$ cat config.mk
export PLATFORM = sky130hd
export DESIGN_NAME = rv_core_top
export DESIGN_NICKNAME = d
export VERILOG_FILES = /design/src/rv_pkg.sv /design/src/rv_core_top.sv /design/src/rv_exu.sv /design/src/rv_idu.sv /design/src/rv_pc_reg.sv /design/src/rv_regfile.sv
export SDC_FILE = /design/constraint.sdc
export NUM_CORES = 2
export LEC_CHECK = 0
export ABC_CLOCK_PERIOD_IN_PS = 4000
export BUFFER_PORTS_ARGS = -buffer_cell sky130_fd_sc_hd__buf_2
export CORE_ASPECT_RATIO = 0.5
export CORE_MARGIN = 4
export CORE_UTILIZATION = 35
export CTS_CLUSTER_DIAMETER = 100
export DETAILED_ROUTE_END_ITERATION = 8
export PLACE_DENSITY = 0.5
export SYNTH_ARGS = -nofsm -noshare
export SYNTH_HDL_FRONTEND = slang
export SYNTH_HIERARCHICAL = 1
export SYNTH_SLANG_ARGS = --single-unit
$ cat constraint.sdc
create_clock -name clk_i -period 4 [get_ports clk_i]
set_input_delay 0 -clock clk_i [delete_from_list [all_inputs] [get_ports clk_i]]
set_output_delay 0 -clock clk_i [all_outputs]
set_load 0.01 [all_outputs]
$ cat src/rv_pkg.sv
`default_nettype none

package rv_pkg;

    // datapath and register index widths
    localparam int XLEN       = 32;
    localparam int REG_ADDR_W = 5;

    // major opcodes
    localparam logic [6:0] OPC_OP_IMM = 7'b0010011;
    localparam logic [6:0] OPC_STORE  = 7'b0100011;
    localparam logic [6:0] OPC_LOAD   = 7'b0000011;
    localparam logic [6:0] OPC_LUI    = 7'b0110111;
    localparam logic [6:0] OPC_AUIPC  = 7'b0010111;
    localparam logic [6:0] OPC_JAL    = 7'b1101111;
    localparam logic [6:0] OPC_JALR   = 7'b1100111;

    // funct3 codes of the supported instructions
    localparam logic [2:0] F3_ADDI = 3'b000;
    localparam logic [2:0] F3_SW   = 3'b010;
    localparam logic [2:0] F3_LW   = 3'b010;
    localparam logic [2:0] F3_JALR = 3'b000;

    // byte lanes of a full word store
    localparam logic [7:0] WMASK_WORD = 8'b0000_1111;

    // alu operand pair selection
    typedef enum logic [2:0] {
        SRC_RS1_IMMI  = 3'd0,
        SRC_RS1_IMMS  = 3'd1,
        SRC_ZERO_UIMM = 3'd2,
        SRC_PC_UIMM   = 3'd3,
        SRC_PC_4      = 3'd4
    } alu_src_e;

    // writeback source
    typedef enum logic [1:0] {
        WB_NONE = 2'd0,
        WB_ALU  = 2'd1,
        WB_MEM  = 2'd2
    } wb_sel_e;

endpackage

`default_nettype wire

$ cat src/rv_core_top.sv
`timescale 1ns/1ps
`default_nettype none

module rv_core_top
    import rv_pkg::*;
#(
    parameter logic [XLEN-1:0] RESET_PC = '0
) (
    input  wire logic            clk_i,
    input  wire logic            rst_n_i,
    // instruction port
    output logic      [XLEN-1:0] inst_addr_o,
    input  wire logic [XLEN-1:0] inst_i,
    // data port
    output logic                 mem_wen_o,
    output logic      [XLEN-1:0] mem_waddr_o,
    output logic      [XLEN-1:0] mem_wdata_o,
    output logic      [7:0]      mem_wmask_o,
    output logic      [XLEN-1:0] mem_raddr_o,
    input  wire logic [XLEN-1:0] mem_rdata_i
);

    logic [XLEN-1:0]       pc;
    logic                  run;
    logic                  jump_en;
    logic [XLEN-1:0]       jump_addr;
    logic [REG_ADDR_W-1:0] rs1_addr;
    logic [REG_ADDR_W-1:0] rs2_addr;
    logic [XLEN-1:0]       rs1_data;
    logic [XLEN-1:0]       rs2_data;
    logic [XLEN-1:0]       op1;
    logic [XLEN-1:0]       op2;
    logic [XLEN-1:0]       jop1;
    logic [XLEN-1:0]       jop2;
    logic [XLEN-1:0]       store_data;
    logic [REG_ADDR_W-1:0] rd;
    logic                  dec_reg_wen;
    logic                  dec_mem_wen;
    logic                  dec_mem_ren;
    logic                  dec_jump;
    logic                  dec_jalr;
    logic [REG_ADDR_W-1:0] wb_addr;
    logic [XLEN-1:0]       wb_data;
    logic                  wb_wen;

    assign inst_addr_o = pc;

    rv_pc_reg #(
        .RESET_PC (RESET_PC)
    ) i_rv_pc_reg (
        .clk_i       (clk_i),
        .rst_n_i     (rst_n_i),
        .jump_en_i   (jump_en),
        .jump_addr_i (jump_addr),
        .pc_o        (pc),
        .run_o       (run)
    );

    rv_idu i_rv_idu (
        .inst_i       (inst_i),
        .pc_i         (pc),
        .run_i        (run),
        .rs1_data_i   (rs1_data),
        .rs2_data_i   (rs2_data),
        .rs1_addr_o   (rs1_addr),
        .rs2_addr_o   (rs2_addr),
        .op1_o        (op1),
        .op2_o        (op2),
        .jop1_o       (jop1),
        .jop2_o       (jop2),
        .store_data_o (store_data),
        .rd_o         (rd),
        .reg_wen_o    (dec_reg_wen),
        .mem_wen_o    (dec_mem_wen),
        .mem_ren_o    (dec_mem_ren),
        .jump_o       (dec_jump),
        .jalr_o       (dec_jalr)
    );

    rv_regfile i_rv_regfile (
        .clk_i    (clk_i),
        .rst_n_i  (rst_n_i),
        .raddr1_i (rs1_addr),
        .raddr2_i (rs2_addr),
        .rdata1_o (rs1_data),
        .rdata2_o (rs2_data),
        .wen_i    (wb_wen),
        .waddr_i  (wb_addr),
        .wdata_i  (wb_data)
    );

    rv_exu i_rv_exu (
        .op1_i        (op1),
        .op2_i        (op2),
        .jop1_i       (jop1),
        .jop2_i       (jop2),
        .store_data_i (store_data),
        .rd_i         (rd),
        .reg_wen_i    (dec_reg_wen),
        .mem_wen_i    (dec_mem_wen),
        .mem_ren_i    (dec_mem_ren),
        .jump_i       (dec_jump),
        .jalr_i       (dec_jalr),
        .mem_rdata_i  (mem_rdata_i),
        .jump_en_o    (jump_en),
        .jump_addr_o  (jump_addr),
        .mem_wen_o    (mem_wen_o),
        .mem_waddr_o  (mem_waddr_o),
        .mem_wdata_o  (mem_wdata_o),
        .mem_wmask_o  (mem_wmask_o),
        .mem_raddr_o  (mem_raddr_o),
        .waddr_o      (wb_addr),
        .wdata_o      (wb_data),
        .reg_wen_o    (wb_wen)
    );

endmodule

`default_nettype wire

$ cat src/rv_exu.sv
`timescale 1ns/1ps
`default_nettype none

module rv_exu
    import rv_pkg::*;
(
    // operands and strobes from decode
    input  wire logic [XLEN-1:0]       op1_i,
    input  wire logic [XLEN-1:0]       op2_i,
    input  wire logic [XLEN-1:0]       jop1_i,
    input  wire logic [XLEN-1:0]       jop2_i,
    input  wire logic [XLEN-1:0]       store_data_i,
    input  wire logic [REG_ADDR_W-1:0] rd_i,
    input  wire logic                  reg_wen_i,
    input  wire logic                  mem_wen_i,
    input  wire logic                  mem_ren_i,
    input  wire logic                  jump_i,
    input  wire logic                  jalr_i,
    // load data
    input  wire logic [XLEN-1:0]       mem_rdata_i,
    // to pc
    output logic                       jump_en_o,
    output logic      [XLEN-1:0]       jump_addr_o,
    // to data memory
    output logic                       mem_wen_o,
    output logic      [XLEN-1:0]       mem_waddr_o,
    output logic      [XLEN-1:0]       mem_wdata_o,
    output logic      [7:0]            mem_wmask_o,
    output logic      [XLEN-1:0]       mem_raddr_o,
    // to register file
    output logic      [REG_ADDR_W-1:0] waddr_o,
    output logic      [XLEN-1:0]       wdata_o,
    output logic                       reg_wen_o
);

    logic [XLEN-1:0] alu_res;
    logic [XLEN-1:0] jump_sum;
    wb_sel_e         wb_sel;

    // one adder serves writeback values and memory addresses
    assign alu_res  = op1_i + op2_i;
    assign jump_sum = jop1_i + jop2_i;

    // jump target, jalr drops bit 0
    assign jump_en_o = jump_i;
    always_comb begin
        jump_addr_o = '0;
        if (jump_i) begin
            jump_addr_o = jalr_i ? (jump_sum & ~XLEN'(1)) : jump_sum;
        end
    end

    // store port
    assign mem_wen_o   = mem_wen_i;
    assign mem_waddr_o = mem_wen_i ? alu_res : '0;
    assign mem_wdata_o = mem_wen_i ? store_data_i : '0;
    assign mem_wmask_o = mem_wen_i ? WMASK_WORD : 8'b0;

    // load address
    assign mem_raddr_o = mem_ren_i ? alu_res : '0;

    // writeback source
    always_comb begin
        if (!reg_wen_i) begin
            wb_sel = WB_NONE;
        end else if (mem_ren_i) begin
            wb_sel = WB_MEM;
        end else begin
            wb_sel = WB_ALU;
        end
    end

    always_comb begin
        case (wb_sel)
            WB_ALU:  wdata_o = alu_res;
            WB_MEM:  wdata_o = mem_rdata_i;
            default: wdata_o = '0;
        endcase
    end

    assign waddr_o   = rd_i;
    assign reg_wen_o = reg_wen_i;

endmodule

`default_nettype wire

$ cat src/rv_idu.sv
`timescale 1ns/1ps
`default_nettype none

module rv_idu
    import rv_pkg::*;
(
    input  wire logic [XLEN-1:0]       inst_i,
    input  wire logic [XLEN-1:0]       pc_i,
    input  wire logic                  run_i,
    input  wire logic [XLEN-1:0]       rs1_data_i,
    input  wire logic [XLEN-1:0]       rs2_data_i,
    output logic      [REG_ADDR_W-1:0] rs1_addr_o,
    output logic      [REG_ADDR_W-1:0] rs2_addr_o,
    output logic      [XLEN-1:0]       op1_o,
    output logic      [XLEN-1:0]       op2_o,
    output logic      [XLEN-1:0]       jop1_o,
    output logic      [XLEN-1:0]       jop2_o,
    output logic      [XLEN-1:0]       store_data_o,
    output logic      [REG_ADDR_W-1:0] rd_o,
    output logic                       reg_wen_o,
    output logic                       mem_wen_o,
    output logic                       mem_ren_o,
    output logic                       jump_o,
    output logic                       jalr_o
);

    logic [6:0]      opcode;
    logic [2:0]      funct3;
    logic [XLEN-1:0] imm_i;
    logic [XLEN-1:0] imm_s;
    logic [XLEN-1:0] imm_u;
    logic [XLEN-1:0] imm_j;
    alu_src_e        alu_src;
    logic            dec_reg_wen;
    logic            dec_mem_wen;
    logic            dec_mem_ren;
    logic            dec_jump;
    logic            dec_jalr;

    assign opcode = inst_i[6:0];
    assign funct3 = inst_i[14:12];

    assign rs1_addr_o = inst_i[19:15];
    assign rs2_addr_o = inst_i[24:20];
    assign rd_o       = inst_i[11:7];

    // immediate formats
    assign imm_i = {{(XLEN-12){inst_i[31]}}, inst_i[31:20]};
    assign imm_s = {{(XLEN-12){inst_i[31]}}, inst_i[31:25], inst_i[11:7]};
    assign imm_u = {inst_i[31:12], 12'b0};
    assign imm_j = {{(XLEN-20){inst_i[31]}}, inst_i[19:12], inst_i[20],
                    inst_i[30:21], 1'b0};

    // opcode decode, unknown encodings keep every enable low
    always_comb begin
        alu_src     = SRC_RS1_IMMI;
        dec_reg_wen = 1'b0;
        dec_mem_wen = 1'b0;
        dec_mem_ren = 1'b0;
        dec_jump    = 1'b0;
        dec_jalr    = 1'b0;
        case (opcode)
            OPC_OP_IMM: begin
                dec_reg_wen = (funct3 == F3_ADDI);
            end
            OPC_LOAD: begin
                dec_reg_wen = (funct3 == F3_LW);
                dec_mem_ren = (funct3 == F3_LW);
            end
            OPC_STORE: begin
                alu_src     = SRC_RS1_IMMS;
                dec_mem_wen = (funct3 == F3_SW);
            end
            OPC_LUI: begin
                alu_src     = SRC_ZERO_UIMM;
                dec_reg_wen = 1'b1;
            end
            OPC_AUIPC: begin
                alu_src     = SRC_PC_UIMM;
                dec_reg_wen = 1'b1;
            end
            OPC_JAL: begin
                alu_src     = SRC_PC_4;
                dec_reg_wen = 1'b1;
                dec_jump    = 1'b1;
            end
            OPC_JALR: begin
                alu_src     = SRC_PC_4;
                dec_reg_wen = (funct3 == F3_JALR);
                dec_jump    = (funct3 == F3_JALR);
                dec_jalr    = (funct3 == F3_JALR);
            end
            default: ;
        endcase
    end

    // alu operand pair
    always_comb begin
        case (alu_src)
            SRC_RS1_IMMS: begin
                op1_o = rs1_data_i;
                op2_o = imm_s;
            end
            SRC_ZERO_UIMM: begin
                op1_o = '0;
                op2_o = imm_u;
            end
            SRC_PC_UIMM: begin
                op1_o = pc_i;
                op2_o = imm_u;
            end
            SRC_PC_4: begin
                op1_o = pc_i;
                op2_o = XLEN'(4);
            end
            default: begin
                op1_o = rs1_data_i;
                op2_o = imm_i;
            end
        endcase
    end

    // jump target operands, rs1 based only for jalr
    assign jop1_o = dec_jalr ? rs1_data_i : pc_i;
    assign jop2_o = dec_jalr ? imm_i : imm_j;

    assign store_data_o = rs2_data_i;

    // nothing leaves the decoder before the core runs
    assign reg_wen_o = run_i & dec_reg_wen;
    assign mem_wen_o = run_i & dec_mem_wen;
    assign mem_ren_o = run_i & dec_mem_ren;
    assign jump_o    = run_i & dec_jump;
    assign jalr_o    = run_i & dec_jalr;

endmodule

`default_nettype wire

$ cat src/rv_pc_reg.sv
`timescale 1ns/1ps
`default_nettype none

module rv_pc_reg
    import rv_pkg::*;
#(
    parameter logic [XLEN-1:0] RESET_PC = '0
) (
    input  wire logic            clk_i,
    input  wire logic            rst_n_i,
    input  wire logic            jump_en_i,
    input  wire logic [XLEN-1:0] jump_addr_i,
    output logic      [XLEN-1:0] pc_o,
    output logic                 run_o
);

    logic [XLEN-1:0] pc_next;

    // sequential fetch unless the current instruction jumps
    assign pc_next = jump_en_i ? jump_addr_i : pc_o + XLEN'(4);

    // run goes high one edge after reset release
    always_ff @(posedge clk_i or negedge rst_n_i) begin
        if (!rst_n_i) begin
            pc_o  <= RESET_PC;
            run_o <= 1'b0;
        end else begin
            run_o <= 1'b1;
            // hold the reset address until the core is running
            if (run_o) begin
                pc_o <= pc_next;
            end
        end
    end

endmodule

`default_nettype wire

$ cat src/rv_regfile.sv
`timescale 1ns/1ps
`default_nettype none

module rv_regfile
    import rv_pkg::*;
(
    input  wire logic                  clk_i,
    input  wire logic                  rst_n_i,
    input  wire logic [REG_ADDR_W-1:0] raddr1_i,
    input  wire logic [REG_ADDR_W-1:0] raddr2_i,
    output logic      [XLEN-1:0]       rdata1_o,
    output logic      [XLEN-1:0]       rdata2_o,
    input  wire logic                  wen_i,
    input  wire logic [REG_ADDR_W-1:0] waddr_i,
    input  wire logic [XLEN-1:0]       wdata_i
);

    localparam int NUM_REGS = 2 ** REG_ADDR_W;

    logic [XLEN-1:0] regs [NUM_REGS];

    // x0 never gets written, so it stays at its reset value of zero
    always_ff @(posedge clk_i or negedge rst_n_i) begin
        if (!rst_n_i) begin
            for (int i = 0; i < NUM_REGS; i++) begin
                regs[i] <= '0;
            end
        end else if (wen_i && (waddr_i != '0)) begin
            regs[waddr_i] <= wdata_i;
        end
    end

    // combinational read ports
    assign rdata1_o = regs[raddr1_i];
    assign rdata2_o = regs[raddr2_i];

endmodule

`default_nettype wire

== Word level (Yosys, flattened, before mapping) ==
Index checks and enable logic that the tools add are counted.

* Output and inout port bits: 137
* Bits in registers: 1057
* Bits of input ports: 66
* Logic and storage cells: 100

* Muxes and demuxes: 28
* Magnitude comparators: 4
* Add/subtract/negate cells: 3
* Reduce and logical (&&, ||, !) cells: 9
* Eq/ne operators: 14
* Bitwise gates (word level): 8

{| class="wikitable"
|+ Operators by type and width
! cell !! number
|-
| bitwise mux 1024 bit || 1
|-
| binary-select mux 32 bit (select 5 bit) || 2
|-
| 2-to-1 mux 32 bit || 10
|-
| demux 32 bit (select 5 bit) || 1
|-
| case mux 32 bit (2 select lines) || 2
|-
| case mux 32 bit (3 select lines) || 1
|-
| adder 32 bit || 2
|-
| adder 32 x 3 -> 32 bit (second input constant) || 1
|-
| 2-to-1 mux 20 bit || 1
|-
| greater-or-equal comparator 6 bit (second input constant) || 3
|-
| inverter 5 -> 6 bit || 3
|-
| == test 7 x 5 -> 1 bit (second input constant) || 2
|-
| == test 7 x 6 -> 1 bit (second input constant) || 2
|-
| == test 7 bit (second input constant) || 2
|-
| case mux 3 bit (4 select lines) || 1
|-
| == test 3 x 2 -> 1 bit (second input constant) || 3
|-
| OR reduction 2 bit || 4
|-
| == test 7 x 2 -> 1 bit (second input constant) || 1
|-
| less-than comparator 6 x 1 -> 1 bit (second input constant) || 1
|-
| AND 1 bit || 5
|-
| nonzero test 5 bit || 1
|-
| 2-to-1 mux 1 bit || 4
|-
| 2-to-1 mux 2 bit || 2
|-
| 2-to-1 mux 4 bit || 1
|-
| 9 further kinds || 10
|}

== Logic depth before layout (Yosys ltp) ==
* Word-level depth: 9
* Mapped depth: 25
* Depth with buffers taken out: 20

== By module ==
Netlist, hierarchy kept.

{| class="wikitable"
|+ By module, submodules not included
! module !! seq. area each (sq um) !! area an instance (sq um) !! instances !! cells an instance
|-
| rv_regfile || 25624.6 || 55942.4 || 1 || 4601
|-
| rv_exu || 0.0 || 4947.2 || 1 || 750
|-
| rv_pc_reg || 825.8 || 2119.5 || 1 || 251
|-
| rv_idu || 0.0 || 1846.8 || 1 || 231
|}

== Least setup slack after synthesis ==
Ideal clock, no wire load.

* Kind: in2reg
* Start point: in inst_i[16]
* End point: reg i_rv_pc_reg.pc_o[30]
* Required time: 3857 ps
* Data arrival time: 3891 ps
* Setup time: 143 ps
* Slack: -34 ps
* Stages on the path: 23
* Path through: buf_4 > buf_2 > buf_4 > buf_2 > buf_2 > mux2i_1 > nand2_1 > a31oi_1 > nand3_1 > mux2_4 > ha_1 > fa_1 > a21oi_1 > o211ai_2 > nand2_1 > o211ai_1 > a21oi_1 > o31a_1 > o211ai_1 > a31o_1 > or3_1 > o21ai_0 > a311oi_1

* Cells in the longest elaborated chain, start to end: 7

{| class="wikitable"
|+ RTL lines
! what !! RTL line !! text
|-
| from (decl) || rv_core_top.sv:13 || <nowiki>input wire logic [XLEN-1:0] inst_i,</nowiki>
|-
| inverter 5 -> 6 bit (not written as such) || rv_regfile.sv:34 || <nowiki>assign rdata1_o = regs[raddr1_i];</nowiki>
|-
| binary-select mux 32 bit (select 5 bit) || rv_regfile.sv:34 ||
|-
| 2-to-1 mux 32 bit (not written as such) (2 in series) || rv_regfile.sv:34 ||
|-
| via rs1_data[0] || rv_core_top.sv:29 || <nowiki>logic [XLEN-1:0] rs1_data;</nowiki>
|-
| 2-to-1 mux 32 bit || rv_idu.sv:124 || <nowiki>assign jop1_o = dec_jalr ? rs1_data_i : pc_i;</nowiki>
|-
| via jop1[0] || rv_core_top.sv:33 || <nowiki>logic [XLEN-1:0] jop1;</nowiki>
|-
| adder 32 bit || rv_exu.sv:42 || <nowiki>assign jump_sum = jop1_i + jop2_i;</nowiki>
|-
| via jump_addr[30] || rv_core_top.sv:26 || <nowiki>logic [XLEN-1:0] jump_addr;</nowiki>
|-
| 2-to-1 mux 32 bit || rv_pc_reg.sv:20 || <nowiki>assign pc_next = jump_en_i ? jump_addr_i : pc_o + XLEN'(4);</nowiki>
|-
| to (signal assigned) || rv_pc_reg.sv:31 || <nowiki>pc_o <= pc_next;</nowiki>
|-
| to (decl) || rv_pc_reg.sv:13 || <nowiki>output logic [XLEN-1:0] pc_o,</nowiki>
|}

The timed path passes the listed nets, and every way through them passes these cells. The select of a mux whose other input is x is not followed.
A chain may end at the register's enable or synchronous reset.

== Worst setup path after layout ==
* Start point: reg i_rv_regfile/regs[864] (netlist name)
* End point: out mem_raddr_o[25]

* Cells in the longest elaborated chain, start to end: 6

{| class="wikitable"
|+ RTL lines
! what !! RTL line !! text
|-
| from (decl) || rv_regfile.sv:20 || <nowiki>logic [XLEN-1:0] regs [NUM_REGS];</nowiki>
|-
| from (signal, indexed assignment) || rv_regfile.sv:29 || <nowiki>regs[waddr_i] <= wdata_i;</nowiki>
|-
| binary-select mux 32 bit (select 5 bit) || rv_regfile.sv:34 ||
|-
| 2-to-1 mux 32 bit (not written as such) (2 in series) || rv_regfile.sv:34 ||
|-
| via rs1_data[0] || rv_core_top.sv:29 ||
|-
| case mux 32 bit (2 select lines) || rv_idu.sv:99 || <nowiki>case (alu_src)</nowiki>
|-
| via op1[0] || rv_core_top.sv:31 || <nowiki>logic [XLEN-1:0] op1;</nowiki>
|-
| adder 32 bit || rv_exu.sv:41 || <nowiki>assign alu_res = op1_i + op2_i;</nowiki>
|-
| 2-to-1 mux 32 bit || rv_exu.sv:60 || <nowiki>assign mem_raddr_o = mem_ren_i ? alu_res : '0;</nowiki>
|-
| to (decl) || rv_core_top.sv:19 || <nowiki>output logic [XLEN-1:0] mem_raddr_o,</nowiki>
|}

The timed path passes the listed nets, and every way through them passes these cells. The select of a mux whose other input is x is not followed.

==> run metrics <==
max cap viols 0; Avg Cell Area, Syn 11.1 µm²; initial antenna violation count 14; dpl hpwl 162 mm; Die W 617 µm; most frequent cells after synthesis 1,057 x dfrtp_1, 1,032 x mux2i_1, 977 x mux2_2; DRC viols 0; CP dominant cell by count buf_6; Worst Path Required 4000 ps; final hold violation count 0; DIE AREA 193,000 µm²; Reg clk slew, reported paths 60 ps; Ys Warns 6; CP Data Arrival Time 4690 ps; static leakage 40.0 nW; Setup CP Type reg -> out; Slew @ Worst Pin 1150 ps; PwrDens 335 nW/µm²; Setup crit end mem_raddr_o[25]; filler cell count 17,000; Final Max Slew Viols 0; area fraction of the dominant cell type after synthesis 40.8%; num rows 111; layout overhead on the synthesized area 24.5%; total track usage 25.8%; PortBufs 198; number of vias per cell 5.75; CTS tree done; clk sinks 1,057; vias after detailed routing 52,500; 1st-iter DRT viols 4,576; fin util 44.0%; ratio of cells with drive above 1 in the final layout 40.2%; RR Endpoint i_rv_regfile/regs[460]$_DFFE_PN0P_; FF-to-FF path depth 23; Most used DFF post-synth dfrtp_1; Post-Syn Area 64,900 µm²; first-pass GRT wire length 372 mm; Max clock buf depth 3; most common cell in the synthesized netlist dfrtp_1; H-tree depth 3; total congestion overflow 0; sequential area share after synthesis 40.8%; final cell count without fillers 9,127; Power Total 27.1 mW; status finished with violations; Worst path slowest cell dfrtp_1; crit path capture type primary output; layout net count 6,674; Fmax 0.213 GHz; Finish-stage setup viols 760; ANT nets after route 0; worst rel slew slack 23.6%; Final WS setup -694 ps; Routed WL 260 mm; dpl cells 8,817; routability cong. 0.899; CP peak stage delay 400 ps; CTS root buf clkbuf_16; DR pass1 iterations 6; Die H 312 µm; CP max FO 2; Clock Latency Late Sink 790 ps; Peak supply drop 0.345 mV; synth unique cells 96; vias in the first global route 53,300; core outline area 184,000 µm²; Initial Util 35.3%; Tmin final 4690 ps; fin crit share 117%; CP Cell Sequence mux2i_2 -> a22o_1 -> nor3_2 -> a31oi_2 -> nand3_2 -> buf_6 -> a22o_1 -> ha_2 -> buf_6 -> a211oi_4 -> o21ai_2 -> buf_4 -> and3_4 -> o21a_1 -> o21ai_2 -> buf_4 -> a21boi_4 -> buf_6 -> o21ai_2 -> buf_6 -> xnor2_4 -> nor2_2 -> buf_2; clk_skew 65.0 ps; RSZ-0062 raised after global routing true; critical path launch point type flip-flop; Post-synth EDFFs 0; Hold Path Cell Cnt 8; Syn Inst Count 5,833; WL/cell 28.4 µm; failing checks negative setup slack; Synth area leader dfrtp_1; FF-to-FF setup slack -630 ps; pin count of the biggest net entering global routing 111; number of CTS-inserted buffers 110; Hold Crit Class in -> reg; synth top area cells dfrtp_1 41%, mux2_2 17%, mux2i_1 16%; synthesized flop and latch total 1,057; FFs w/ async S/R, synth 100%; worst reg2reg path startpoint i_rv_regfile/regs[864]$_DFFE_PN0P_; Worst Setup SP i_rv_regfile/regs[864]$_DFFE_PN0P_; Top Ports 203
registers in the layout (all words and copies together) (netlist names):
register           count
i_rv_pc_reg/pc_o      32
i_rv_pc_reg/run_o      1
i_rv_regfile/regs   1024
per-layer routing:
layer / GRT usage [%] / share of wire, %
met2: 39.8 / 44
met1: 37.1 / 46
met5: 0 / 0.0050
met4: 7.02 / 2.9
met3: 4.74 / 7.5
metrics by stage:
| stage | hold slack, ps | TNS, ps | cell area, µm² | setup slack (ps) |
|---|---|---|---|---|
| after detailed placement | 82.1 | -579870 | 74000 | -1220 |
| final | 65.3 | -206540 | 80800 | -694 |
| after CTS | 12.9 | -168780 | 79700 | -772 |
| after global placement | 76.5 | -565610 | 74000 | -1160 |
| after floorplan | -296 | 0 | 64900 | 34.6 |
| after global routing | 69.8 | -305660 | 80700 | -830 |
final cells by class:
class / count / area, µm² / area share [%]
antenna: 4 / 10.0 / 0.0124
tap: 2486 / 3110 / 3.85
timing repair buffer: 1236 / 10800 / 13.3
clock inverter: 40 / 460 / 0.570
clock buffer: 166 / 3300 / 4.08
sequential: 1057 / 26500 / 32.8
multi-input combinational: 4111 / 36600 / 45.3
inverter: 27 / 104 / 0.129
critical path: cells and delay by family, from the launching register on:
family                     cells  cell delay [ps]
adders and majority gates      1              210
DFF                            1              400
AOI/OAI and AO/OA              9             1560
xor gates and xnor gates       1              130
buffers and inverters          7             1000
muxes                          1              210
and+or+nand+nor                4              390
layout by cell type, fill, tap and decap left out, types with 27 or more instances in the layout:
cell type and n:
dfrtp_1 1057, mux2i_1 1030, mux2_2 898, buf_4 838, nand2_1 289, a21oi_1 253, nand3_1 215, a22oi_1 200
a22o_1 183, buf_2 168, clkbuf_16 117, buf_12 106, mux2_4 92, nor2_1 82, and2_1 76, buf_6 75
nor3_1 75, a31oi_1 67, o21ai_0 43, ha_1 40, a21o_1 37, dlygate4sd3_1 35, mux2_1 35, clkbuf_8 29
and2_4 27
logic make-up after synthesis:
logic type | share of synthesized area [%]
AND/OR/NAND/NOR | 7.64
buffers and inverters | 5.73
flip-flops | 40.8
adder cells (fa/ha/maj) | 1.28
other | 0.0116
XOR/XNOR | 0.729
AO/OA/AOI/OAI | 10.1
multiplexers | 33.8
what timing repair did:
| item | in CTS | in global routing |
|---|---|---|
| setup endpoints to repair | 862 | 881 |
| cloned | 3 | 8 |
| endpoints found under the hold margin | 1278 | 0 |
| pin swaps | 109 | 100 |
| hold buffers | 36 | 0 |
| buffers inserted | 47 | 27 |
| gates resized for setup | 236 | 174 |
worst min path at each step:
stage	startpoint	to	slack, ps
2_1_floorplan	rst_n_i	i_rv_pc_reg/pc_o[0]$_DFFE_PN0P_	-300
3_3_place_gp	rst_n_i	i_rv_regfile/regs[901]$_DFFE_PN0P_	80
3_5_place_dp	rst_n_i	i_rv_regfile/regs[773]$_DFFE_PN0P_	80
4_1_cts	inst_i[20]	i_rv_pc_reg/pc_o[0]$_DFFE_PN0P_	10
5_1_grt	mem_rdata_i[13]	i_rv_regfile/regs[845]$_DFFE_PN0P_	70
6_report	inst_i[20]	i_rv_pc_reg/pc_o[0]$_DFFE_PN0P_	70
where the power goes:
part	leakage [nW]	total [mW]	switching, mW	internal [mW]
combinational	23.5	5.40	3.06	2.34
clock	1.84	10.8	4.80	6.04
sequential	14.7	10.8	0.0968	10.7
No activity file was read; power rests on OpenSTA's default activity.
